--- src/source/tinker_pkg.sv ---
package tinker_pkg;

    typedef logic [63:0] word_t;     // register / data value
    typedef logic [31:0] addr_t;     // byte address
    typedef logic [31:0] instr_t;    // raw instruction word
    typedef logic [4:0]  reg_idx_t;  // register number
    typedef logic [11:0] literal_t;  // L field

    // kept opcodes only, anything else decodes as a bubble
    typedef enum logic [4:0] {
        op_and     = 5'h00,
        op_or      = 5'h01,
        op_xor     = 5'h02,
        op_not     = 5'h03,
        op_shftr   = 5'h04,
        op_shftri  = 5'h05,
        op_shftl   = 5'h06,
        op_shftli  = 5'h07,
        op_br      = 5'h08,  // pc = rd
        op_brr_rd  = 5'h09,  // pc += rd
        op_brr_l   = 5'h0a,  // pc += sext(L) << 2
        op_brnz    = 5'h0b,  // rs != 0 -> pc = rd
        op_brgt    = 5'h0e,  // rs > rt signed -> pc = rd
        op_halt    = 5'h0f,
        op_load    = 5'h10,  // rd = mem[rs + L]
        op_nop_mov = 5'h11,  // mov rd, rs
        op_mov_l   = 5'h12,  // rd[11:0] = L
        op_store   = 5'h13,  // mem[rd + L] = rt
        op_add     = 5'h18,
        op_addi    = 5'h19,
        op_sub     = 5'h1a,
        op_subi    = 5'h1b
    } opcode_t;

    typedef enum logic [1:0] {
        fwd_rf,     // value read in decode
        fwd_exmem,  // alu result one ahead
        fwd_memwb   // writeback value two ahead
    } fwd_sel_t;

    // fetch side run state
    typedef enum logic {
        core_run,
        core_halted
    } core_state_t;

    typedef struct packed {
        logic reg_write;
        logic mem_read;
        logic mem_write;
        logic mem_to_reg;
        logic halt;
    } ctrl_t;

    typedef struct packed {
        ctrl_t    ctrl;
        opcode_t  opcode;
        reg_idx_t rd;
        reg_idx_t rs;
        reg_idx_t rt;
        literal_t literal;
        word_t    rd_val;
        word_t    rs_val;
        word_t    rt_val;
    } idex_t;

    typedef struct packed {
        ctrl_t    ctrl;
        word_t    alu_result;  // also the data address
        word_t    store_data;
        reg_idx_t dest;
    } exmem_t;

    typedef struct packed {
        ctrl_t    ctrl;
        word_t    load_data;
        word_t    alu_result;
        reg_idx_t dest;
    } memwb_t;

    typedef struct packed {
        logic     write;
        reg_idx_t dest;
        word_t    data;
    } wb_t;

    typedef struct packed {
        logic  read;
        logic  write;
        addr_t addr;
        word_t wdata;
    } dmem_req_t;

    localparam instr_t NOP_INSTR = 32'h8800_0000;  // mov r0, r0

endpackage
--- src/source/decode_stage.sv ---
module decode_stage import tinker_pkg::*; (
    input  logic     clk,
    input  logic     reset,
    input  addr_t    ifid_pc,
    input  instr_t   ifid_instr,
    output reg_idx_t rd_idx,
    output reg_idx_t rs_idx,
    output reg_idx_t rt_idx,
    input  word_t    rd_val,
    input  word_t    rs_val,
    input  word_t    rt_val,
    output logic     stall,
    output logic     take_branch,
    output addr_t    branch_target,
    output logic     halt_seen,
    output idex_t    idex
);

    opcode_t  opcode;
    literal_t literal;
    ctrl_t    ctrl;
    logic     taken;   // branch condition before stall gating
    logic     use_hit;

    // fixed field positions
    assign opcode  = opcode_t'(ifid_instr[31:27]);
    assign rd_idx  = ifid_instr[26:22];
    assign rs_idx  = ifid_instr[21:17];
    assign rt_idx  = ifid_instr[16:12];
    assign literal = ifid_instr[11:0];

    // control bits per opcode
    always_comb begin
        ctrl = '0;
        case (opcode)
            op_add, op_addi, op_sub, op_subi,
            op_and, op_or, op_xor, op_not,
            op_shftr, op_shftri, op_shftl, op_shftli,
            op_nop_mov, op_mov_l:
                ctrl.reg_write = 1'b1;
            op_load: begin
                ctrl.reg_write  = 1'b1;
                ctrl.mem_read   = 1'b1;
                ctrl.mem_to_reg = 1'b1;
            end
            op_store: ctrl.mem_write = 1'b1;
            op_halt:  ctrl.halt      = 1'b1;
            default:  ctrl = '0;  // branches and unknowns carry nothing
        endcase
    end

    // early branch resolve, operands straight from the register file
    always_comb begin
        taken         = 1'b0;
        branch_target = rd_val[31:0];
        case (opcode)
            op_br:     taken = 1'b1;
            op_brr_rd: begin
                taken         = 1'b1;
                branch_target = ifid_pc + rd_val[31:0];
            end
            op_brr_l: begin
                taken         = 1'b1;
                branch_target = ifid_pc + {{18{literal[11]}}, literal, 2'b00};
            end
            op_brnz:   taken = (rs_val != '0);
            op_brgt:   taken = ($signed(rs_val) > $signed(rt_val));
            default:   taken = 1'b0;
        endcase
    end

    // load in ID/EX feeding any field read here, r0 excluded
    assign use_hit = idex.ctrl.mem_read && idex.rd != '0 &&
                     (idex.rd == rd_idx || idex.rd == rs_idx || idex.rd == rt_idx);
    assign stall       = use_hit;
    assign take_branch = taken && !stall;                  // redirect waits out the stall
    assign halt_seen   = (opcode == op_halt) && !stall;

    always_ff @(posedge clk or posedge reset) begin
        if (reset) begin
            idex <= '0;
        end else if (stall || take_branch) begin
            idex <= '0;  // bubble
        end else begin
            idex.ctrl    <= ctrl;
            idex.opcode  <= opcode;
            idex.rd      <= rd_idx;
            idex.rs      <= rs_idx;
            idex.rt      <= rt_idx;
            idex.literal <= literal;
            idex.rd_val  <= rd_val;
            idex.rs_val  <= rs_val;
            idex.rt_val  <= rt_val;
        end
    end

endmodule

--- config.mk ---
export PLATFORM = sky130hd
export DESIGN_NAME = decode_stage
export DESIGN_NICKNAME = d
export VERILOG_FILES = /design/src/source/tinker_pkg.sv /design/src/source/decode_stage.sv
export SDC_FILE = /design/constraint.sdc
export NUM_CORES = 1
export LEC_CHECK = 0
export ABC_AREA = 1
export ABC_CLOCK_PERIOD_IN_PS = 8300
export BUFFER_PORTS_ARGS = -buffer_cell sky130_fd_sc_hd__buf_4
export CAP_MARGIN = 20
export CORE_AREA = 2 2 209 211
export DETAILED_ROUTE_END_ITERATION = 12
export DIE_AREA = 0 0 211 213
export RECOVER_POWER = 25
export SETUP_SLACK_MARGIN = 0.3
export SLEW_MARGIN = 20
export SYNTH_ARGS = -nofsm -noshare
export SYNTH_HDL_FRONTEND = slang
export SYNTH_SLANG_ARGS = --single-unit
export TNS_END_PERCENT = 10
--- constraint.sdc ---
create_clock -name clk -period 8.3 [get_ports clk]
set_clock_uncertainty 0.05 [all_clocks]
set_input_delay 0.83 -clock clk [delete_from_list [all_inputs] [get_ports clk]]
set_output_delay 0.83 -clock clk [all_outputs]
set_load 0.01 [all_outputs]
[After elaboration in Yosys (flattened, before gate mapping)]
Cells that the tools add are included.
Storage, ports and cells
  register bits: 229
  input port bits: 258
  output and inout port bits: 279
  word-level logic and storage cells: 60
Operators by class
  $add $sub $neg: 2
  order comparisons: 1
  equal/unequal tests: 24
  multiplexer cells: 7
  reduce and logical (&&, ||, !) cells: 13
Operators by type and width (count)
  $mux W229: 1
  $add A32 B32 Y32: 2
  $gt A64 B64 Y1: 1
  $pmux W32 S2: 1
  $reduce_bool A64 Y1: 1
  $eq A5 B5 Y1 const B: 8
  $eq A5 B4 Y1 const B: 6
  $eq A5 B3 Y1 const B: 4
  $eq A5 B5 Y1: 3
  $reduce_or A15 Y1: 1
  $eq A5 B2 Y1 const B: 2
  $eq A5 B1 Y1 const B: 1
  $logic_not A5 Y1: 1
  $reduce_bool A5 Y1: 1
  $logic_and A1 B1 Y1: 4
  $mux W1: 4
  $logic_or A1 B1 Y1: 3
  $pmux W1 S3: 1
  $reduce_or A3 Y1: 1
  $logic_not A1 Y1: 1

[Longest topological paths before layout]
  depth after elaboration: 8
  depth in mapped cells: 22
  gate-level depth less buffers: 19

[Worst setup path after synthesis]
OpenSTA, ideal clock, no wires.
  path type: input to output
  start: input ifid_pc[2]
  end: output branch_target[20]
  arrival time: 2.498 ns
  required time: 7.420 ns
  path slack: 4.922 ns
  stages on the path: 13
  buffers on the path: 0
  path through: ha_1 -> fa_1 -> nand3_1 -> a21oi_1 -> nor2_1 -> inv_1 -> nand2_1 -> nand2_1 -> nand2_1 -> nand2_1 -> or2_2 -> nand3_1 -> o221ai_1
Between the ends
  longest elaborated chain between the ends: 2
  elaborated cells between the ends (all ways): 3
  those cells by class: add/sub (2); mux (1)
RTL lines
  from (decl): RTL line decode_stage.sv:4  | input addr_t ifid_pc,
  $add A32 B32 Y32, on equally long branches: RTL line decode_stage.sv:64, decode_stage.sv:60
  $pmux W32 S2 *: RTL line decode_stage.sv:56  | case (opcode)
  to (decl): RTL line decode_stage.sv:14  | output addr_t branch_target,
Every way passes the cells marked *; elsewhere a longest branch is shown, timed or not.

[Worst setup path in the final report]
  start: input ifid_instr[28]
  end: output branch_target[7]
Between the ends
  longest elaborated chain between the ends: 2
  elaborated cells between the ends (all ways): 3
  those cells by class: eq/ne (2); mux (1)
RTL lines
  from (decl): RTL line decode_stage.sv:5  | input instr_t ifid_instr,
  $eq A5 B4 Y1: RTL line decode_stage.sv:56
  $pmux W32 S2 *: RTL line decode_stage.sv:56
Marks and branches as above.

==> flow_summary.json <==
{
  "hold_viol_final": 0,
  "setup_slack_ps": 3840,
  "async_reset_ff_share_pct": 100,
  "setup_viol": 0,
  "tightest_slew_ps": 4590,
  "cts.sink_count": 228,
  "synth-edff-count": 0,
  "wl_per_cell_um": 19.7,
  "drc": 0,
  "slew_headroom_pct": -208,
  "synth_nets": 2134,
  "overflow": 0,
  "min_period_ps": 4460,
  "setup_tns_ps": 0,
  "initial_utilization_pct": 32.6,
  "crit_fanout": 14,
  "ir_drop_mv": 0.153,
  "vias_per_cell": 4.78,
  "final_cell_mix": "buf_4 (464), inv_1 (314), nand2_1 (263), nor2_1 (232), dfrtp_1 (228)",
  "layout_commonest_cell": "buf_4",
  "hold_path.class": "primary input to flip-flop",
  "cts-resized-gates": 0,
  "endpoint_kind": "output port",
  "slew_viol_final": 106,
  "num-nets-final": 2660,
  "pre_cts_ws_ps": 3900,
  "reg_top3": "idex x228",
  "route.antenna.remaining_nets": 0,
  "drt_iter0_markers": 727,
  "fin_crit_sh_pct": 53.7,
  "p_leak_nw": 10.1,
  "synth_cells": 1750,
  "vias": 13600,
  "layout-drive-gt1-share_pct": 27.9,
  "p_total_mw": 3.36,
  "avgSynthCellArea_um2": 7.95,
  "cts_max_level": 1,
  "wl_um": 56300,
  "dieArea_um2": 44900,
  "power.density_nw_per_um2": 176,
  "drt_first_pass_iters": 5,
  "regMostFlops": "idex",
  "clkTransAtPathRegs_ps": 60,
  "synth_area_um2": 13900,
  "cts_post_setup_buffers_inserted": 0,
  "grt_setup_unrepaired": "false",
  "dp_hpwl_um": 47400,
  "area_growth_pct": 36.8,
  "fill_cells": 4368,
  "ys.flop_type": "dfrtp_1",
  "num_io_pins": 537,
  "violations": "capacitance limit, slew limit",
  "grt_max_degree": 106,
  "die_y_um": 213,
  "grt_first_pass_wirelength_um": 81300,
  "startpoint_type": "primary input",
  "clk_latency_ps": 530,
  "coreArea_um2": 42700,
  "gr-usage-all-layers_pct": 24.1,
  "ctsRootBufferMaster": "clkbuf_16",
  "cp.arrival_ps": 3580,
  "clockBufferDepth": 3,
  "crit_type": "primary input to output port",
  "synth_seq_cells": 228,
  "cts_buffers": 28,
  "cts_tree": "done",
  "max_freq_mhz": 224,
  "antenna_found_initial": 9,
  "num_rows": 76,
  "seq_area_frac_synth_pct": 41.0,
  "gp_routability_congestion": 0.937,
  "yosys.cell_types.count": 41,
  "ys_warn_count": 0,
  "port_buffers": 536,
  "die_w_um": 211,
  "maxCapViolations": 1,
  "largest_reg_flops": 228,
  "grt_pass1_vias": 13700,
  "worst-endpoint-required_ps": 7420,
  "hold_buffers": 0,
  "status": "finished with violations"
}
-- Yosys cell counts (all sizes together), types with 8 or more instances --
cell	instances	share of area, %
a21boi	9	0.49
a21o	12	0.65
a21oi	113	4.1
buf	41	2.6
dfrtp	228	41
ha	124	11
inv	322	8.7
nand2	263	7.1
nand3	76	2.8
nand3b	8	0.43
nand4	35	1.6
nor2	333	11
nor3	13	0.47
nor4	11	0.60
o211ai	12	0.65
o21a	9	0.49
o21ai	62	2.2
o21bai	10	0.54
o221ai	11	0.69
or2	16	0.72
xnor2	11	0.69
-- logic make-up after synthesis --
| kind of cell | after synthesis | synth area share (%) |
|---|---|---|
| DFF | 228 | 41.0 |
| adders and majority gates | 126 | 11.4 |
| buffers and inverters | 372 | 11.5 |
| xor gates and xnor gates | 18 | 1.13 |
| and+or+nand+nor | 758 | 24.6 |
| AOI/OAI and AO/OA | 248 | 10.3 |
-- area by class of cell --
cell class | instances | area [µm²] | share of cell area [%]
well taps | 546 | 683 | 3.59
inverters | 324 | 1220 | 6.39
clock buffers | 38 | 810 | 4.25
multi-input cells | 1150 | 6620 | 34.8
repair buffers | 544 | 3790 | 19.9
flip-flops and latches | 228 | 5710 | 30.0
diodes | 7 | 17.5 | 0.0920
clock inverters | 13 | 205 | 1.08
-- worst max-delay path: stages --
cell      delay [ps]
buf_4            120
inv_1            120
nor2_1            60
inv_1             90
nand2_1           70
nand2_1          620
clkinv_1         660
buf_4            370
o211ai_1         390
buf_4            210
-- per-stage QoR --
stage / util, % / area [µm²] / cells / hold WS, ps
finish: 44.6 / 19000 / 2850 / 469
global route: 44.6 / 19000 / 2850 / 452
CTS: 45.3 / 19300 / 2843 / 384
detailed placement: 42.9 / 18300 / 2792 / 961
global placement: 42.9 / 18300 / 2792 / 960
floorplan: - / 13900 / 1750 / 772
-- final timing paths --
check,cells after the start,end,from,slack (ps)
max,10,branch_target[7],ifid_instr[28],3840
min,3,idex[165],rd_val[37],470
max reg2reg,9,idex[214],idex[214],4970
min reg2reg,5,idex[224],idex[227],1020
max in group asynchronous,3,idex[143],reset,4180
min in group asynchronous,2,idex[184],reset,1650
-- routing by layer --
layer | vias to the layer above | routed length (µm) | track usage, %
met3 | 93 | 3750 | 4.59
met5 | - | 22 | 0
met2 | 461 | 28900 | 44.3
met4 | 4 | 1710 | 8.43
li1 | 6619 | - | -
met1 | 6453 | 21900 | 27.9
-- power breakdown --
group	total (mW)	internal [mW]	switching (mW)
clock	1.32	0.837	0.479
sequential	1.22	1.19	0.0309
combinational	0.820	0.337	0.484
Power figures use the tool's default switching activity.
