<file path="src/source/tinker_pkg.sv">
package tinker_pkg;

    typedef logic [63:0] word_t;     // register / data value
    typedef logic [31:0] addr_t;     // byte address
    typedef logic [31:0] instr_t;    // raw instruction word
    typedef logic [4:0]  reg_idx_t;  // register number
    typedef logic [11:0] literal_t;  // L field

    // kept opcodes only, anything else decodes as a bubble
    typedef enum logic [4:0] {
        op_and     = 5'h00,
        op_or      = 5'h01,
        op_xor     = 5'h02,
        op_not     = 5'h03,
        op_shftr   = 5'h04,
        op_shftri  = 5'h05,
        op_shftl   = 5'h06,
        op_shftli  = 5'h07,
        op_br      = 5'h08,  // pc = rd
        op_brr_rd  = 5'h09,  // pc += rd
        op_brr_l   = 5'h0a,  // pc += sext(L) << 2
        op_brnz    = 5'h0b,  // rs != 0 -> pc = rd
        op_brgt    = 5'h0e,  // rs > rt signed -> pc = rd
        op_halt    = 5'h0f,
        op_load    = 5'h10,  // rd = mem[rs + L]
        op_nop_mov = 5'h11,  // mov rd, rs
        op_mov_l   = 5'h12,  // rd[11:0] = L
        op_store   = 5'h13,  // mem[rd + L] = rt
        op_add     = 5'h18,
        op_addi    = 5'h19,
        op_sub     = 5'h1a,
        op_subi    = 5'h1b
    } opcode_t;

    typedef enum logic [1:0] {
        fwd_rf,     // value read in decode
        fwd_exmem,  // alu result one ahead
        fwd_memwb   // writeback value two ahead
    } fwd_sel_t;

    // fetch side run state
    typedef enum logic {
        core_run,
        core_halted
    } core_state_t;

    typedef struct packed {
        logic reg_write;
        logic mem_read;
        logic mem_write;
        logic mem_to_reg;
        logic halt;
    } ctrl_t;

    typedef struct packed {
        ctrl_t    ctrl;
        opcode_t  opcode;
        reg_idx_t rd;
        reg_idx_t rs;
        reg_idx_t rt;
        literal_t literal;
        word_t    rd_val;
        word_t    rs_val;
        word_t    rt_val;
    } idex_t;

    typedef struct packed {
        ctrl_t    ctrl;
        word_t    alu_result;  // also the data address
        word_t    store_data;
        reg_idx_t dest;
    } exmem_t;

    typedef struct packed {
        ctrl_t    ctrl;
        word_t    load_data;
        word_t    alu_result;
        reg_idx_t dest;
    } memwb_t;

    typedef struct packed {
        logic     write;
        reg_idx_t dest;
        word_t    data;
    } wb_t;

    typedef struct packed {
        logic  read;
        logic  write;
        addr_t addr;
        word_t wdata;
    } dmem_req_t;

    localparam instr_t NOP_INSTR = 32'h8800_0000;  // mov r0, r0

endpackage
</file>
<file path="src/source/fetch_stage.sv">
module fetch_stage import tinker_pkg::*; #(
    parameter addr_t pc_reset_addr = 32'h2000
) (
    input  logic   clk,
    input  logic   reset,
    input  logic   stall,          // load-use hold
    input  logic   take_branch,
    input  addr_t  branch_target,
    input  logic   halt_seen,      // halt sitting in decode
    output addr_t  imem_addr,
    input  instr_t imem_data,
    output addr_t  ifid_pc,
    output instr_t ifid_instr
);

    core_state_t state;
    addr_t       pc;
    addr_t       pc_next;

    assign imem_addr = pc;  // instruction comes back same cycle

    // next pc: hold, target or sequential
    always_comb begin
        pc_next = pc + 32'd4;
        if (state == core_halted || stall || halt_seen)
            pc_next = pc;
        else if (take_branch)
            pc_next = branch_target;
    end

    always_ff @(posedge clk or posedge reset) begin
        if (reset) begin
            state      <= core_run;
            pc         <= pc_reset_addr;
            ifid_pc    <= pc_reset_addr;
            ifid_instr <= NOP_INSTR;
        end else begin
            pc <= pc_next;
            if (state == core_run && !stall) begin
                ifid_pc <= pc;
                if (halt_seen) begin
                    state      <= core_halted;  // fetch frozen until reset
                    ifid_instr <= NOP_INSTR;    // decode sees bubbles from here on
                end else if (take_branch)
                    ifid_instr <= NOP_INSTR;    // squash the word behind the branch
                else
                    ifid_instr <= imem_data;
            end
        end
    end

endmodule

</file>
<file path="config.mk">
export PLATFORM = sky130hd
export DESIGN_NAME = fetch_stage
export DESIGN_NICKNAME = d
export VERILOG_FILES = /design/src/source/tinker_pkg.sv /design/src/source/fetch_stage.sv
export SDC_FILE = /design/constraint.sdc
export NUM_CORES = 1
export LEC_CHECK = 0
export BUFFER_PORTS_ARGS = -buffer_cell sky130_fd_sc_hd__buf_2
export CAP_MARGIN = 40
export CORE_MARGIN = 2
export CORE_UTILIZATION = 53
export CTS_CLUSTER_DIAMETER = 80
export DETAILED_ROUTE_END_ITERATION = 6
export PLACE_DENSITY = 0.93
export SLEW_MARGIN = 20
export SYNTH_ARGS = -nofsm -noshare
export SYNTH_HDL_FRONTEND = slang
export SYNTH_SLANG_ARGS = --single-unit
export TNS_END_PERCENT = 1
</file>
<file path="constraint.sdc">
create_clock -name clk -period 6.05 [get_ports clk]
set_input_delay 1.21 -clock clk [delete_from_list [all_inputs] [get_ports clk]]
set_output_delay 1.21 -clock clk [all_outputs]
set_load 0.03 [all_outputs]
</file>
**After elaboration in Yosys (flattened, before gate mapping)**

Index checks and enable logic that the tools add are counted.

- $add $sub $neg: 1
- Muxes and demuxes: 3
- Bitwise logic cells: 1
- Reduce and logical (&&, ||, !) cells: 5

Operators with widths:

| cell | count |
|---|---|
| $mux W32 | 3 |
| $add A32 B3 Y32 const B | 1 |
| $logic_or A1 B1 Y1 | 2 |
| $reduce_and A2 Y1 | 1 |
| $logic_and A1 B1 Y1 | 1 |
| $logic_not A1 Y1 | 1 |
| $not A1 Y1 | 1 |

- Register bits after elaboration: 97
- Bits of input ports: 69
- Word-level logic and storage cells: 14

**Longest topological paths before layout**

Gate-level depths: netlist of run 1.

- Depth after elaboration: 3
- Mapped depth: 6
- Depth with buffers taken out: 5

**Least setup slack after synthesis of run 1**

Ideal clock, no wire load.

- Path kind: input -> register
- From: in halt_seen
- To: reg pc[24] (netlist: imem_addr[24])
- Data arrival time: 2.459 ns
- Required time: 5.979 ns
- Slack: 3.520 ns
- Cell stages on the path: 6
- Buffers on the path: 3
- Path through: nor3_1 -> clkbuf_1 -> clkbuf_1 -> buf_1 -> nand4_1 -> nand3_1

- Cells in the longest elaborated chain, start to end: 1

Ends and longest elaborated chain:

| item | RTL line | RTL |
|---|---|---|
| start: declaration | fetch_stage.sv:9 | `input logic halt_seen,` |
| $logic_or A1 B1 Y1 | fetch_stage.sv:25 | `if (state == core_halted \|\| stall \|\| halt_seen)` |
| end signal: assignment | fetch_stage.sv:34 | `pc <= pc_reset_addr;` |
| end signal: assignment | fetch_stage.sv:38 | `pc <= pc_next;` |
| end: declaration | fetch_stage.sv:17 | `addr_t pc;` |

Every way passes these cells.
A chain may end at the register's enable or synchronous reset.

**Worst setup path after layout of run 1**

- From: in halt_seen
- To: reg pc[29] (netlist: imem_addr[29])

The elaborated chain is that of the path after synthesis.

==> out/metrics.yaml, run 1 <==
row_count: 33
fin_cells: 732
synth_xor_area_frac: 0
ys_warn_count: 0
vias: 4459
synth_top_family_by_area: "simple AND/OR/NAND/NOR gates"
start_util: 0.548
relSlewSlack: 0.463
setup_viol: 0
clk_path_buf_depth: 2
synth-compound-area-share: 0.178
power.leakage_nw: 2.83
gr-usage-met3: 0.0517
grt_overflow: 0
start_kind: "primary input"
r2r-start: "imem_addr[2]"
final_area_um2: 5630
htree_num_levels: 3
muxShareOfSynthArea: 0.0117
grt_util_met1: 0.392
slew_violations: 0
startpoint: "halt_seen"
busiest_layer: "met2"
max-vdd-ir-drop_uv: 144
firstDrtPassIters: 5
grt_use_total: 0.290
antenna_found_initial: 0
cp-end-kind: "flop"
fmaxAchievable_ghz: 0.341
yosys-top-cells-area: "dfrtp_1 52%, nand2_1 8.5%, a22o_1 6.0%, nand3_1 3.0%, clkbuf_1 2.5%"
cap_viol_max_count: 0
netlist_area_um2: 4500
die_w_um: 96.2
drt_iter0_markers: 424
clk_latency_ps: 360
hold_viol: 0
synthSimpleGateAreaFrac: 0.230
diodes: 0
path_class: "in -> reg"
synth_top_area_frac: 0.517
tightest_slew_ps: 802
fp.dieArea_um2: 9250
fin_worst_skew_ps: 17.4
root_buffer: "clkbuf_8"
cts_setup_buffers: 0
numCtsBuffers: 9
clkTransAtPathRegs_ps: 100
wl_per_cell_um: 18.2
pwr_density_cell_nw_per_um2: 289
dieHeight_um: 96.2
dpl.cell_count: 714
antenna_left: 0
hpwlAfterDp_um: 9290
port_buffers: 164
grt.met2_usage: 0.471
cp_max_fo: 26
holdCritPathClass: "reg -> reg"
gp_congestion: 0.881
synth_cells: 474
fin_crit_sh: 0.485
status: "complete, no violations"
finalSetupTns_ps: 0
crit_arrival_ps: 3200
synth_nets: 544
ctsHoldBuffers: 0
yosysSeqAreaShare: 0.540
grt_pass1_wl_um: 20900
cts_sinks: 97
area_growth_pct: 24.9
rsz0062_at_grt: "false"
pin_count: 165
postCtsResizedCells: 0
min_from: "ifid_pc[13]"
synthAdderAreaFrac: 0.00278
ys_types: 49
finalNetCount: 692
grt_max_degree: 68
core_um2: 8220
first_global_vias: 4231
fin_crit_ps: 2940
required_ps: 6320
synth-seq-cells: 97
drive_gt1_frac: 0.327
yosysTopAreaCell: "dfrtp_1"
via_per_inst: 6.09
drc_errors: 0
placed_area_um2: 5410
routed_wl_um: 13300
total_power_mw: 1.63
avgSynthCellArea_um2: 9.50
cts_tree: "yes"
[worst max-delay path: stages]
cell	delay, ps
buf_2	140
nor3_2	680
buf_4	400
nand3_1	120
or4_1	420
a211oi_1	240
[report_power, final]
part	internal [mW]	switching [mW]	total [mW]
logic	0.131	0.287	0.418
clock network	0.158	0.245	0.403
registers	0.734	0.0721	0.806
[worst paths after layout]
check                                 end  slack, ps  cells past startpoint
min in group asynchronous   ifid_instr[6]        780                      2
hold / removal                ifid_pc[13]        470                      2
max in group asynchronous  ifid_instr[31]       4170                      4
hold reg to reg               ifid_pc[13]        470                      2
setup / recovery            imem_addr[29]       3110                      6
setup reg to reg            imem_addr[28]       3620                      5
[cell families after synthesis]
kind of cell,after synthesis
compound gates,112
fa+ha+maj,1
buf+inv,45
flops,97
mux,5
simple gates,214
[synthesized netlist by cell type (all sizes together)]
cell type	instances
or2	3
o31a	2
o211ai	7
nor4b	1
a22oi	2
a32oi	1
a31oi	4
o22a	3
and4	3
o311ai	3
a311o	2
o31ai	2
clkbuf	31
o32ai	1
nor2b	1
o41a	1
a22o	31
a41o	2
nand3	27
mux2i	3
nand2	102
a21oi	22
nor4	13
a41oi	1
or3	7
nand3b	2
o21ai	21
inv	7
nor3	16
mux2	2
and3	10
a211oi	2
and2	1
a311oi	2
ha	1
nand4	10
o2bb2ai	1
or4	5
a21o	1
dfrtp	93
buf	6
dfstp	4
nor2	13
o221ai	1
clkinv	1
[registers in the layout, indices dropped and copies added (netlist names)]
| name | flops |
|---|---|
| state | 1 |
| imem_addr | 32 |
| ifid_pc | 32 |
| ifid_instr | 32 |
[stage by stage]
stage | utilization | hold slack (ps) | setup slack, ps
global placement | 0.653 | 444 | 2680
detailed placement | 0.658 | 456 | 2580
floorplan | - | 511 | 2310
global route | 0.685 | 487 | 2980
CTS | 0.681 | 471 | 2940
finish | 0.685 | 469 | 3110
[final cells by class]
cell class	count	area (µm²)
Clock inverter	7	61.3
Multi-Input combinational cell	332	1910
Inverter	8	32.5
Fill cell	675	2590
Tap cell	105	131
Clock buffer	9	124
Timing Repair Buffer	174	931
Sequential cell	97	2430
[placed cells by master (no fill, tap or decap), types with 3 or more instances in the layout]
cell	Yosys	layout
nand3_1	27	27
a22o_1	31	31
clkbuf_8	0	9
and4_1	3	3
buf_4	0	5
dfstp_2	4	4
and3_1	10	10
or4_1	4	4
nor4_1	13	12
nand4_1	9	9
buf_2	2	165
o22a_1	3	3
or3_1	7	7
o21ai_0	21	21
nor3_1	16	15
a21oi_1	22	22
o311ai_0	3	3
mux2i_1	3	3
nand2_1	102	102
a31oi_1	4	4
inv_1	7	6
nor2_1	13	12
o211ai_1	7	7
dfrtp_1	93	93
or2_2	3	3
[layer usage]
metal / up-vias / part of all wire
met5: - / 0
met4: 0 / 0.018
met3: 27 / 0.10
met2: 268 / 0.48
met1: 2146 / 0.40
li1: 2018 / -
Power figures use the tool's default switching activity.
==> run 2: changes to the inputs <==
--- a/config.mk
+++ b/config.mk
@@ -8,10 +8,10 @@
 export BUFFER_PORTS_ARGS = -buffer_cell sky130_fd_sc_hd__buf_2
 export CAP_MARGIN = 40
 export CORE_MARGIN = 2
-export CORE_UTILIZATION = 53
+export CORE_UTILIZATION = 45
 export CTS_CLUSTER_DIAMETER = 80
 export DETAILED_ROUTE_END_ITERATION = 6
-export PLACE_DENSITY = 0.93
+export PLACE_DENSITY = 0.85
 export SLEW_MARGIN = 20
 export SYNTH_ARGS = -nofsm -noshare
 export SYNTH_HDL_FRONTEND = slang
==> constraint.sdc (replaced) <==
create_clock -name clk -period 2.6 [get_ports clk]
set_input_delay 0.52 -clock clk [delete_from_list [all_inputs] [get_ports clk]]
set_output_delay 0.52 -clock clk [all_outputs]
set_load 0.03 [all_outputs]
==> out/metrics.yaml, run 2 (synthesis gave the netlist of run 1 again) <==
pin_count: 165  # unchanged
cap_viol_max_count: 0  # unchanged
routed_wl_um: 13000  # -2.6%
firstDrtPassIters: 5  # unchanged
fin_worst_skew_ps: 10.7  # -6.72 ps
startpoint: "imem_addr[13]"
path_class: "reg -> reg"
area_growth_pct: 27.5
ctsHoldBuffers: 0  # unchanged
htree_num_levels: 3  # unchanged
n_fill_cell: 867  # +28%
wl_per_cell_um: 17.0  # -6.8%
r2r_slack_ps: 390  # -3230 ps
grt_max_degree: 57  # -16%
slew_violations: 0  # unchanged
hpwlAfterDp_um: 9270  # -0.18%
crit_arrival_ps: 2490  # -710 ps
holdCritPathClass: "in -> async"
numCtsBuffers: 9  # unchanged
fmaxAchievable_ghz: 0.453
clk_latency_ps: 370  # about the same
start_util: 0.463  # -0.0852
r2r-start: "imem_addr[13]"
row_count: 36  # +9.1%
clk_path_buf_depth: 2  # unchanged
die_w_um: 104  # +8.2%
drive_gt1_frac: 0.332  # +0.00532
finalSetupTns_ps: 0  # unchanged
gp_congestion: 0.906  # +2.9%
tightest_slew_ps: 749  # -52.6 ps
antenna_left: 0  # unchanged
vias: 4331  # -2.9%
hold_viol: 0  # unchanged
final_cell_mix: "164 x buf_2, 102 x nand2_1, 93 x dfrtp_1"
grt_overflow: 0  # unchanged
place_ws_ps: 429  # -2150 ps
layout_commonest_cell: "buf_2"
cts_tree: "yes"
busiest_layer: "met2"
r2r-end: "imem_addr[20]"
antenna_found_initial: 0  # unchanged
cts_setup_buffers: 0  # unchanged
relSlewSlack: 0.496  # +0.0334
max-vdd-ir-drop_uv: 266  # +84%
status: "complete, no violations"
grt_use_total: 0.243  # -0.0470
core_um2: 9730  # +18%
hold_ws_ps: 43.6  # -425 ps
gr-usage-met3: 0.0470  # -0.00469
setup_viol: 0  # unchanged
finalNetCount: 697  # +0.72%
required_ps: 2880  # -3440 ps
fin_crit_sh: 0.849
grt.met2_usage: 0.398  # -0.0735
cts_sinks: 97  # unchanged
rsz0062_at_grt: "false"
grt_util_met1: 0.317  # -0.0746
grt_pass1_wl_um: 21400  # +2.7%
crit_chain: "nand4_4 > or4_1 > or3_1 > a21oi_1"
crit_cells: 4  # -2
power.leakage_nw: 2.86  # +1.1%
cp_top_family: "simple AND/OR/NAND/NOR gates"
critPathCapture: "imem_addr[20]"
r2r_cells: 4  # -1
dieHeight_um: 104  # +8.2%
start_kind: "flop"
clkTransAtPathRegs_ps: 100  # about the same
drc_errors: 0  # unchanged
fp.dieArea_um2: 10800  # +17%
first_global_vias: 4400  # +4.0%
cp-end-kind: "flop"
postCtsResizedCells: 0  # unchanged
fin_crit_ps: 2210
via_per_inst: 5.66  # -7.1%
root_buffer: "clkbuf_8"
cpPeakStageDelay_ps: 770  # +90 ps
critPathBufInv: 0  # -2
diodes: 0  # unchanged
port_buffers: 164  # unchanged
pwr_density_cell_nw_per_um2: 668  # +130%
drt_iter0_markers: 284  # -33%
cp_max_fo: 12  # -54%
worst_path_max_delay_cell: "or4_1"
fin_ws_ps: 393  # -2720 ps
## run 2: per-layer routing
layer,part of all wire,routed length [µm]
met1,0.43,5510
met2,0.49,6300
met3,0.073,947
met4,0.016,208
met5,0,0
## run 2: through the flow
step                      power (mW)  instance area (µm²)  std cells  utilization
after CTS                       3.86                 5720        764        0.588
after global routing            4.03                 5740        765        0.590
after global placement          2.85                 5520        748        0.568
after floorplan                 2.52                 4510        474            -
after detailed placement        2.87                 5520        748        0.568
final                           3.84                 5740        765        0.590
## run 2: cell type report
class | instances | area (µm²) | area share
Sequential cell | 97 | 2430 | 0.424
Multi-Input combinational cell | 332 | 1910 | 0.333
Timing Repair Buffer | 179 | 996 | 0.173
Tap cell | 133 | 166 | 0.0290
Clock buffer | 9 | 124 | 0.0216
Clock inverter | 7 | 77.6 | 0.0135
Inverter | 8 | 33.8 | 0.00588
## run 2: how the worst min path moves through the flow
stage	start	endpoint	slack, ps	cells after the start
5_1_grt	reset	ifid_pc[19]	40	2
3_5_place_dp	ifid_pc[13]	ifid_pc[13]	460	2
3_3_place_gp	ifid_pc[13]	ifid_pc[13]	450	2
4_1_cts	reset	ifid_pc[19]	300	2
2_1_floorplan	state	state	510	1
6_report	reset	ifid_pc[19]	40	2
## run 2: where the power goes
group | leakage (nW) | internal, mW | total [mW] | switching, mW
sequential | 1.23 | 1.71 | 1.86 | 0.152
clock | 0.100 | 0.453 | 0.994 | 0.541
combinational | 1.53 | 0.312 | 0.984 | 0.672
total | 2.86 | 2.47 | 3.84 | 1.36
