<file path="config.mk">
export PLATFORM = sky130hd
export DESIGN_NAME = mem_wb_stage
export DESIGN_NICKNAME = d
export VERILOG_FILES = /design/src/source/tinker_pkg.sv /design/src/source/mem_wb_stage.sv
export SDC_FILE = /design/constraint.sdc
export NUM_CORES = 1
export LEC_CHECK = 0
export BUFFER_PORTS_ARGS = -buffer_cell sky130_fd_sc_hd__buf_2
export CAP_MARGIN = 0
export CORE_AREA = 2 2 146 148
export DETAILED_ROUTE_END_ITERATION = 10
export DIE_AREA = 0 0 148 150
export GPL_TIMING_DRIVEN = 0
export SETUP_SLACK_MARGIN = 0.5
export SLEW_MARGIN = 20
export SYNTH_ARGS = -nofsm -noshare
export SYNTH_HDL_FRONTEND = slang
export SYNTH_SLANG_ARGS = --single-unit
</file>
<file path="constraint.sdc">
create_clock -name clk -period 4.8 [get_ports clk]
set_clock_uncertainty 0.1 [all_clocks]
set_input_delay 0.24 -clock clk [delete_from_list [all_inputs] [get_ports clk]]
set_output_delay 0.24 -clock clk [all_outputs]
set_load 0.01 [all_outputs]
</file>
<file path="src/source/tinker_pkg.sv">
package tinker_pkg;

    typedef logic [63:0] word_t;     // register / data value
    typedef logic [31:0] addr_t;     // byte address
    typedef logic [31:0] instr_t;    // raw instruction word
    typedef logic [4:0]  reg_idx_t;  // register number
    typedef logic [11:0] literal_t;  // L field

    // kept opcodes only, anything else decodes as a bubble
    typedef enum logic [4:0] {
        op_and     = 5'h00,
        op_or      = 5'h01,
        op_xor     = 5'h02,
        op_not     = 5'h03,
        op_shftr   = 5'h04,
        op_shftri  = 5'h05,
        op_shftl   = 5'h06,
        op_shftli  = 5'h07,
        op_br      = 5'h08,  // pc = rd
        op_brr_rd  = 5'h09,  // pc += rd
        op_brr_l   = 5'h0a,  // pc += sext(L) << 2
        op_brnz    = 5'h0b,  // rs != 0 -> pc = rd
        op_brgt    = 5'h0e,  // rs > rt signed -> pc = rd
        op_halt    = 5'h0f,
        op_load    = 5'h10,  // rd = mem[rs + L]
        op_nop_mov = 5'h11,  // mov rd, rs
        op_mov_l   = 5'h12,  // rd[11:0] = L
        op_store   = 5'h13,  // mem[rd + L] = rt
        op_add     = 5'h18,
        op_addi    = 5'h19,
        op_sub     = 5'h1a,
        op_subi    = 5'h1b
    } opcode_t;

    typedef enum logic [1:0] {
        fwd_rf,     // value read in decode
        fwd_exmem,  // alu result one ahead
        fwd_memwb   // writeback value two ahead
    } fwd_sel_t;

    // fetch side run state
    typedef enum logic {
        core_run,
        core_halted
    } core_state_t;

    typedef struct packed {
        logic reg_write;
        logic mem_read;
        logic mem_write;
        logic mem_to_reg;
        logic halt;
    } ctrl_t;

    typedef struct packed {
        ctrl_t    ctrl;
        opcode_t  opcode;
        reg_idx_t rd;
        reg_idx_t rs;
        reg_idx_t rt;
        literal_t literal;
        word_t    rd_val;
        word_t    rs_val;
        word_t    rt_val;
    } idex_t;

    typedef struct packed {
        ctrl_t    ctrl;
        word_t    alu_result;  // also the data address
        word_t    store_data;
        reg_idx_t dest;
    } exmem_t;

    typedef struct packed {
        ctrl_t    ctrl;
        word_t    load_data;
        word_t    alu_result;
        reg_idx_t dest;
    } memwb_t;

    typedef struct packed {
        logic     write;
        reg_idx_t dest;
        word_t    data;
    } wb_t;

    typedef struct packed {
        logic  read;
        logic  write;
        addr_t addr;
        word_t wdata;
    } dmem_req_t;

    localparam instr_t NOP_INSTR = 32'h8800_0000;  // mov r0, r0

endpackage
</file>
<file path="src/source/mem_wb_stage.sv">
module mem_wb_stage import tinker_pkg::*; (
    input  logic      clk,
    input  logic      reset,
    input  exmem_t    exmem,
    output dmem_req_t dmem_req,
    input  word_t     dmem_rdata,
    output wb_t       wb,
    output logic      hlt
);

    memwb_t memwb;
    logic   halt_flag;  // latches once halt retires

    // one-cycle strobes straight off EX/MEM
    always_comb begin
        dmem_req.read  = exmem.ctrl.mem_read;
        dmem_req.write = exmem.ctrl.mem_write;
        dmem_req.addr  = exmem.alu_result[31:0];
        dmem_req.wdata = exmem.store_data;
    end

    always_ff @(posedge clk or posedge reset) begin
        if (reset) begin
            memwb     <= '0;
            halt_flag <= 1'b0;
        end else begin
            memwb.ctrl       <= exmem.ctrl;
            memwb.load_data  <= dmem_rdata;  // valid only for loads
            memwb.alu_result <= exmem.alu_result;
            memwb.dest       <= exmem.dest;
            if (memwb.ctrl.halt)
                halt_flag <= 1'b1;
        end
    end

    // writeback select
    assign wb.write = memwb.ctrl.reg_write;
    assign wb.dest  = memwb.dest;
    assign wb.data  = memwb.ctrl.mem_to_reg ? memwb.load_data : memwb.alu_result;

    assign hlt = halt_flag | memwb.ctrl.halt;  // high as halt reaches writeback

endmodule

</file>
* Word-level counts from Yosys, hierarchy flattened
Index checks and enable logic that the tools add are counted.
Storage, ports and cells: register bits 137, input port bits 204, output and inout port bits 169, logic and storage cells 9
Cells by class: multiplexer cells 1, bitwise operators 1
Operator list (number):
- 64-bit 2-to-1 mux | 1
- 1-bit OR | 1

* Logic depth before layout (Yosys ltp)
Gate-level depths: netlist of run 1.
depth in word-level cells 1, depth in mapped cells 3, mapped depth without buffers 1

* Least setup slack after synthesis of run 1
Ideal clock, no wire load.
kind reg-to-output, from register memwb[134] (netlist name), to output wb[10] (netlist name), arrival 968 ps, data required time 4460 ps, path slack 3492 ps, stages on the path, launching flop included 4, path buffers 2, cell sequence dfrtp_1 -> buf_6 -> buf_12 -> mux2_4
RTL lines:
- from (decl) | RTL line mem_wb_stage.sv:11 | memwb_t memwb;
- to (decl) | RTL line mem_wb_stage.sv:7 | output wb_t wb,

==> flow_summary_export.csv, run 1 <==
group,metric,value,unit
synthesis,syn_area_per_cell,16.8,um2
timing,fin_ws,2830,ps
clock_tree,cts-root-buf,"clkbuf_16",
global_route,gr-total-overflow,0,
clock_tree,cts_buffer_depth,2,
synthesis,syn-cell-area,5300,um2
worst_setup_path,endpoint_kind,"output pin",
worst_setup_path,cp_top_family,"buffers and inverters",
flow_run,cap_violations,0,
die,io_pins,373,
place,place.gp.congestion,0.692,
die,core,20700,um2
global_route,antenna_found_initial,0,
worst_setup_path,path_class,"reg -> out",
synthesis,yosysSeqAreaShare,64.7,%
run_status,run_status,"completed",
clock_tree,cts_tree,"built",
drt,routed_wl,13.6,mm
clock_tree,htree_levels,4,
power,ir_drop,193,uV
die,start_util,25.6,%
timing,drv_slew,0,
finish,final_cell_count_no_fill,1066,
clock_tree,clkTransAtPathRegs,60,ps
global_route,grt_usage,12.1,%
synthesis,syn_inst,315,
finish,n_antenna_cell,0,
power,comb_power_share,15.6,%
finish,nFillCells,1859,
worst_setup_path,slowest_delay,340,ps
drt,viasPerCell,3.68,
finish,syn2layout_area_growth,73.4,%
drt,drc_errors,0,
worst_hold_path,hold_class,"in -> async",
timing,fin_crit_sh,41.1,%
global_route,grt_pass1_wl,20.8,mm
power,p_int,2.34,mW
synthesis,syn-num-nets,519,
synthesis,ys_warn_count,0,
power,p_seq_share,40.7,%
worst_setup_path,worstPathArrival,1630,ps
place,dp_slack,3230,ps
finish,final_area,9200,um2
place,place_hpwl,8.82,mm
worst_setup_path,crit_chain,"buf_6, buf_12, mux2_4, buf_2",
drt,wl_per_cell,12.7,um
power,swShare,22.6,%
die,die_area,22200,um2
synthesis,ys_ff_latch,137,
power,power,3.02,mW
finish,drive_gt1_share,65.4,%
place,placedCellCount,897,
timing,relSlewSlack,71.9,%
worst_setup_path,critPathBufInv,3,
power,p_clk_share,43.7,%
timing,setup_viol,0,
place,io_buffer_count,306,
synthesis,synthDistinctLibCells,8,
clock_tree,cts_made_buffers,17,
finish,fin_nets,982,
drt,vias,3921,
die,die_x,148,um
power,p_leak,4.75,nW
timing,tightest_slew,422,ps
worst_setup_path,cp.required,4460,ps
drt,first_iter_violations,73,
die,die_h,150,um
worst_setup_path,cp_slowest_cell,"dfrtp_1",
global_route,grt_max_degree,79,
drt,antenna_left,0,
timing,fmax,507,MHz
worst_setup_path,cp_max_fo,10,
timing,rsz0062_at_grt,"no",
global_route,grt_pass1_vias,4276,
die,num_rows,53,
power,powerDensity,329,nW/um2
clock_tree,cts.sinks,137,
place,placed_area,7210,um2
timing,hold-worst-slack,330,ps
power,p_sw,0.683,mW
worst_setup_path,startpoint_type,"flop",
timing,finalCriticalPeriod,1970,ps
clock_tree,clk_latency,400,ps
drt,dr.pass1.iters,4,
timing,hold_viol_final,0,
final cells by class:
type | count | area (um2) | area share, %
Buffer | 111 | 912 | 9.92
Clock buffer | 18 | 439 | 4.78
Clock inverter | 14 | 171 | 1.86
Inverter | 1 | 11.3 | 0.122
Multi-Input combinational cell | 66 | 958 | 10.4
Sequential cell | 137 | 3430 | 37.3
Tap cell | 275 | 344 | 3.74
Timing Repair Buffer | 444 | 2930 | 31.9
kinds of logic (layout without fill, tap and decap cells):
| group | Yosys count | count (layout) | share of synthesized area (%) |
|---|---|---|---|
| buf+inv | 112 | 588 | 17.3 |
| flops | 137 | 137 | 64.7 |
| simple gates | 2 | 2 | 0.236 |
| mux | 64 | 64 | 17.8 |
per-stage QoR:
stage / setup TNS (ps) / util (%)
2_1_floorplan: 0 / -
3_3_place_gp: -90350 / 34.7
3_5_place_dp: 0 / 34.9
4_1_cts: 0 / 44.4
5_1_grt: 0 / 44.4
6_report: 0 / 44.4
worst min-delay path, stage by stage:
cell and delay, ps:
dlygate4sd3_1 550, buf_2 160, inv_8 300
cells in the mapped netlist, drive strengths merged:
cell type  count  area (um2)
inv            1        3.75
dfrtp        137        3430
or2            2        12.5
mux2          64         946
buf          111         912
final timing paths:
check / startpoint / end / slack (ps) / cells past startpoint
worst min register to register: halt_flag / halt_flag / 350 / 1
worst max-delay path: memwb[134] / wb[33] / 2830 / 4
min in group clk: halt_flag / halt_flag / 350 / 1
worst min-delay path: reset / memwb[43] / 330 / 3
max in group asynchronous: reset / memwb[19] / 3540 / 4
worst max register to register: memwb[133] / halt_flag / 3930 / 1
layer usage:
metal	track usage, %	vias up	share of wire [%]
met1	12.3	1875	35
met4	3.33	0	0.96
li1	-	1844	-
met3	5.27	9	9.1
met2	22.4	193	55
met5	0	-	0
power groups by stage:
| stage | clock network (mW) | logic [mW] | registers, mW |
|---|---|---|---|
| finish | 1.32 | 0.473 | 1.23 |
| global route | 1.43 | 0.510 | 1.23 |
| CTS | 1.37 | 0.476 | 1.23 |
| detailed placement | 0 | 0.386 | 1.25 |
| global placement | 0 | 0.379 | 1.25 |
| floorplan | 0 | 0.225 | 1.25 |
sequential cells by signal, summed over array words and instances, names as in the netlist:
register / cells
memwb: 130
wb: 6
halt_flag: 1
cells in the final DEF (no fill, tap or decap), drive strengths merged:
master | Yosys | routed
buf | 111 | 418
bufinv | 0 | 3
clkbuf | 0 | 18
clkinv | 0 | 6
clkinvlp | 0 | 3
dfrtp | 137 | 137
dlygate4sd3 | 0 | 137
inv | 1 | 3
mux2 | 64 | 64
or2 | 2 | 2
repair_timing:
action | 4_1_cts | 5_1_grt
hold endpoints to repair | 195 | 0
hold buffers | 137 | 0
resized for setup | 0 | 0
setup buffers | 0 | 0
Power figures use the tool's default switching activity.
==> inputs of run 2 (changes only) <==
Clock period 4.8 ns to 1.85 ns, I/O delays scaled along.
==> run 2 against run 1 <==
Sequential power grew to 2.6 times the previous value. Cell count grew 0.47%. Via count grew 0.74%. Die area stayed put. Power increased to 2.5 times the previous value. Critical endpoint is now wb[42]. Count of clock-buffer cells in the layout up 2. First-iteration DRC count shrank 29%. Routed wire length grew 2.1%.
==> flow_summary_export.csv, run 2 (synthesized netlist as in run 1, its figures left out) <==
group,metric,value,unit
run_status,run_status,"completed",
die,io_pins,373,
global_route,antenna_found_initial,0,
clock_tree,cts_made_buffers,17,
drt,dr.pass1.iters,4,
timing,hold_viol_final,0,
worst_setup_path,startpoint_type,"flop",
finish,n_antenna_cell,0,
global_route,grt_max_degree,36,
place,io_buffer_count,306,
timing,tightest_slew,506,ps
global_route,met1_usage,12.3,%
finish,final_common_cell,"buf_2",
die,die_area,22200,um2
global_route,gr-total-overflow,0,
worst_setup_path,worstPathArrival,1570,ps
drt,drc_errors,0,
finish,drive_gt1_share,65.5,%
worst_setup_path,path_class,"reg -> out",
power,ir_drop,497,uV
drt,vias,3950,
die,core,20700,um2
global_route,grt_pass1_vias,4272,
drt,routed_wl,13.8,mm
worst_setup_path,cp_top_family,"buffers and inverters",
finish,largest-register,"memwb",
die,die_x,148,um
global_route,grt_pass1_wl,21.3,mm
finish,regArea,3430,um2
clock_tree,cts_tree,"built",
flow_run,cap_violations,0,
timing,drv_slew,0,
drt,antenna_left,0,
finish,multi_input_area,961,um2
clock_tree,clkTransAtPathRegs,60,ps
drt,wl_per_cell,12.9,um
die,num_rows,53,
global_route,grt_use_met3,4.97,%
timing,fin_crit_sh,95.3,%
timing,fmax,567,MHz
die,die_h,150,um
worst_hold_path,hold_class,"in -> async",
clock_tree,cts_buffer_depth,2,
worst_setup_path,endpoint_kind,"output pin",
clock_tree,cts-root-buf,"clkbuf_16",
timing,rsz0062_at_grt,"yes",
die,start_util,25.6,%
worst_setup_path,cp.required,1660,ps
timing,finalCriticalPeriod,1760,ps
clock_tree,cts.sinks,137,
timing,fin_ws,86.1,ps
worst_setup_path,path_common_cell,"buf_12",
timing,setup_viol,0,
worst_setup_path,cp_slowest_cell,"dfrtp_1",
drt,first_iter_violations,52,
finish,largest_reg_flops,130,
worst_setup_path,cp_max_fo,10,
drt,viasPerCell,3.69,
worst_setup_path,critPathBufInv,3,
power,p_leak,4.78,nW
finish,mostFrequentLayoutCells,"buf_2, dfrtp_1, dlygate4sd3_1, buf_4, mux2_4",
finish,syn2layout_area_growth,74.4,%
worst_setup_path,slowest_delay,390,ps
finish,fin_nets,987,
global_route,top_usage_layer,"met2",
worst_setup_path,crit_chain,"buf_12, buf_12, mux2_4, buf_2",
global_route,grt_usage,12.5,%
place,place_hpwl,9.22,mm
clock_tree,htree_levels,4,
clock_tree,clk_latency,410,ps
global_route,grt.met2_usage,23.8,%
finish,utilization,44.7,%
finish,nFillCells,1856,
place,place.gp.congestion,0.712,
timing,relSlewSlack,66.2,%
power,powerDensity,831,nW/um2
timing,tns,0,ps
place,dp_slack,449,ps
## run 2: cell types whose count changed in the layout (fill, tap and decap cells not counted), sizes merged
cell	change
clkinv	-1
bufinv	-2
clkbuf	+2
buf	+5
inv	+1
## run 2: worst paths after layout
check	start	to	slack, ps	cells past startpoint
min in group clk	dmem_rdata[4]	memwb[73]	220	2
hold / removal	reset	halt_flag	180	3
setup reg to reg	memwb[133]	halt_flag	950	1
setup / recovery	memwb[134]	wb[42]	90	4
max in group asynchronous	reset	memwb[122]	780	5
hold reg to reg	halt_flag	halt_flag	390	1
## run 2: power by group
group / internal [mW] / switching, mW
Combinational: 0.783 / 0.466
Sequential: 3.15 / 0.0424
Clock: 1.94 / 1.30
Total: 5.87 / 1.81
## run 2: final cells by class
type                            instances  area share, %
Buffer                                111           9.96
Clock buffer                           20           4.94
Clock inverter                         12           1.26
Inverter                                1         0.0812
Multi-Input combinational cell         66           10.4
Sequential cell                       137           37.1
Tap cell                              275           3.72
Timing Repair Buffer                  449           32.6
## run 2: stage by stage
step	power [mW]	cells	instance area (um2)	hold slack, ps
floorplan	3.82	315	5310	23.9
finish	7.68	1071	9250	179
global placement	4.23	896	7180	101
detailed placement	4.26	900	7270	53.8
CTS	7.83	1071	9250	157
global route	8.10	1071	9250	188
## run 2: timing repair
item	CTS	global route
pin swaps	1	0
buffers inserted	2	0
cloned	0	0
resized for setup	4	0
hold buffers	137	0
hold endpoints to repair	238	0
setup endpoints to repair	65	65
## run 2: metal layers
layer / vias to the layer above / share of wire, %
met2: 224 / 55
met4: 0 / 1.2
met1: 1858 / 34
met3: 12 / 9.4
li1: 1856 / -
met5: - / 0
==> inputs of run 3 (changes only) <==
Settings changed: ABC_AREA from default to 1, CORE_AREA 2 2 146 148 to 2 2 143 145, DIE_AREA 0 0 148 150 to 0 0 145 147, PLACE_DENSITY from default to 0.52.
==> run 3 against run 2 <==
The run now ends with negative hold slack left. Setup slack better by 77 ps. Sequential cell count unchanged. Register-to-register slack improved by 20 ps. Count of clock-buffer cells in the layout decreased by 1. Global-route usage grew 3.3 points. First-iteration DRC count decreased by 5.8%. Cell count increased by 13%. Design area is 1.4% higher. Routed wire length is 22% higher.
==> flow_summary_export.csv, run 3 <==
group,metric,value,unit
run_status,run_status,"finished with violations",
run_status,violations,"negative hold slack",
drt,vias,4531,
drt,dr.pass1.iters,4,
worst_setup_path,worstRegToRegCells,1,
global_route,gr-total-overflow,0,
clock_tree,htree_levels,4,
synthesis,synth_most_common_cell,"nand2_1",
timing,relSlewSlack,51.9,%
worst_setup_path,path_class,"reg -> out",
finish,final_cell_count_no_fill,1206,
timing,drv_slew,0,
drt,first_iter_violations,49,
clock_tree,clk_latency,410,ps
timing,tns,0,ps
worst_setup_path,worstPathArrival,1490,ps
worst_setup_path,rrSetupSlack,970,ps
drt,wl_per_cell,14.1,um
clock_tree,clkTransAtPathRegs,60,ps
synthesis,ys_warn_count,0,
clock_tree,cts.sinks,137,
finish,syn2layout_area_growth,85.0,%
drt,viasPerCell,3.76,
worst_setup_path,worstSetupEndpoint,"wb[19]",
synthesis,synth_edf_count,0,
finish,mostFrequentLayoutCells,"buf_2, nand2_1, dfrtp_1, dlygate4sd3_1, buf_4",
power,p_leak,4.99,nW
place,dp_slack,378,ps
finish,largest-register,"memwb",
drt,routed_wl,16.9,mm
worst_hold_path,hold_class,"in -> async",
worst_setup_path,setup.worst_path.start,"memwb[134]",
worst_setup_path,regToRegStartpoint,"memwb[133]",
synthesis,synth_top_area_share,67.6,%
synthesis,yosys-top-cells-count,"nand2_1, dfrtp_1, buf_4",
global_route,grt_max_degree,34,
synthesis,yosys.area.top_type,"dfrtp_1",
place,placed_area,7030,um2
worst_setup_path,path_common_cell,"nand2_1",
die,io_pins,373,
power,p_clk_share,44.6,%
timing,finalCriticalPeriod,1690,ps
power,power,8.07,mW
finish,drive_gt1_share,52.4,%
timing,hold-worst-slack,-305,ps
synthesis,synthTopCellsByArea,"dfrtp_1, buf_4, nand2_1",
timing,rsz0062_at_grt,"yes",
timing,fin_crit_sh,91.2,%
worst_setup_path,crit_chain,"buf_12, buf_8, nand2_1, nand2_1, buf_2",
power,p_int,6.16,mW
worst_setup_path,endpoint_kind,"output pin",
power,p_sw,1.91,mW
die,die_x,145,um
power,swShare,23.6,%
power,ir_drop,653,uV
drt,antenna_left,0,
worst_setup_path,rr_endpoint,"halt_flag",
synthesis,yosysSeqAreaShare,67.6,%
timing,fmax,593,MHz
timing,setup_viol,0,
finish,nFillCells,1769,
die,num_rows,52,
synthesis,ys_ff_latch,137,
synthesis,synthDistinctLibCells,8,
global_route,grt_pass1_wl,25.8,mm
flow_run,cap_violations,0,
power,powerDensity,860,nW/um2
timing,tightest_slew,720,ps
finish,final_common_cell,"buf_2",
place,io_buffer_count,306,
worst_setup_path,cp_max_fo,10,
synthesis,syn-num-nets,654,
worst_setup_path,startpoint_type,"flop",
clock_tree,cts_made_buffers,17,
finish,final_area,9380,um2
die,core,19800,um2
drt,drc_errors,0,
power,comb_power_share,15.8,%
place,placedCellCount,1030,
clock_tree,cts_hold_buffers,136,
worst_setup_path,slowest_delay,490,ps
worst_setup_path,cp.required,1660,ps
synthesis,syn_area_per_cell,11.3,um2
clock_tree,cts_buffer_depth,2,
die,die_h,147,um
synthesis,async_reset_ff_share,100,%
global_route,grt_pass1_vias,4815,
synthesis,syn-cell-area,5070,um2
global_route,antenna_found_initial,1,
power,p_seq_share,39.6,%
timing,hold_viol_final,29,
synthesis,synth_ff_type,"dfrtp_1",
global_route,grt_usage,15.7,%
clock_tree,cts-root-buf,"clkbuf_16",
clock_tree,cts_tree,"built",
finish,utilization,47.3,%
place,place_hpwl,12.0,mm
die,die_area,21300,um2
finish,largest_reg_flops,130,
worst_setup_path,cp_slowest_cell,"dfrtp_2",
timing,fin_ws,163,ps
finish,fin_nets,1126,
place,place.gp.congestion,0.760,
synthesis,syn_inst,450,
die,start_util,25.5,%
run 3: cell types whose count changed in the layout (fill, tap and decap cells not counted), moves of 2 or more:
cell	delta
buf_4	+2
mux2_4	-60
bufinv_16	+3
buf_6	+18
clkbuf_8	-2
buf_12	-5
buf_2	-15
nand2_4	+3
nand2_2	+18
mux2_2	-4
buf_8	+8
clkbuf_16	+3
nand2_1	+171
run 3: how the worst min path moves through the flow:
stage                         from          to  depth (start not counted)
floorplan           dmem_rdata[31]  memwb[100]                          0
global placement    dmem_rdata[31]  memwb[100]                          1
detailed placement      exmem[130]   memwb[66]                          1
CTS                          reset   memwb[42]                          2
global route                 reset   memwb[36]                          2
finish                       reset  memwb[106]                          2
run 3: routing by layer:
layer / track usage, % / part of all wire (%) / vias to the layer above / wire, um
li1: - / - / 2200 / -
met4: 6.09 / 2.5 / 0 / 425
met2: 30.0 / 55 / 219 / 9370
met3: 5.12 / 7.1 / 21 / 1210
met1: 15.9 / 35 / 2091 / 5940
met5: 0 / 0 / - / 0
run 3: cell type report:
cell class	instances	area, um2	share of cell area, %
inverters	2	18.8	0.200
clock buffers	19	433	4.62
well taps	270	338	3.60
clock inverters	13	193	2.05
multi-input cells	194	803	8.57
plain buffers	117	971	10.4
flip-flops and latches	137	3430	36.6
diodes	1	2.50	0.0267
repair buffers	453	3190	34.0
run 3: power groups by stage:
| stage | clock, mW | combinational, mW | sequential [mW] |
|---|---|---|---|
| after floorplan | 0 | 0.486 | 3.23 |
| after detailed placement | 0 | 0.962 | 3.24 |
| final | 3.60 | 1.27 | 3.19 |
| after global placement | 0 | 0.935 | 3.24 |
| after global routing | 3.87 | 1.39 | 3.21 |
| after CTS | 3.71 | 1.21 | 3.19 |
run 3: logic make-up after synthesis:
kind of cell           synth area share, %
AND/OR/NAND/NOR                       14.5
flip-flops                            67.6
buffers and inverters                 17.9
run 3: repair_timing:
item | 4_1_cts | 5_1_grt
hold endpoints to repair | 165 | 29
cloned | 0 | 3
setup buffers | 2 | 2
resized for setup | 19 | 55
pin swaps | 1 | 13
setup endpoints to repair | 65 | 65
run 3: critical path, delay by kind of cell (launching register included):
kind,cells,cell delay [ps]
and+or+nand+nor,2,140
DFF,1,490
buffers and inverters,3,460
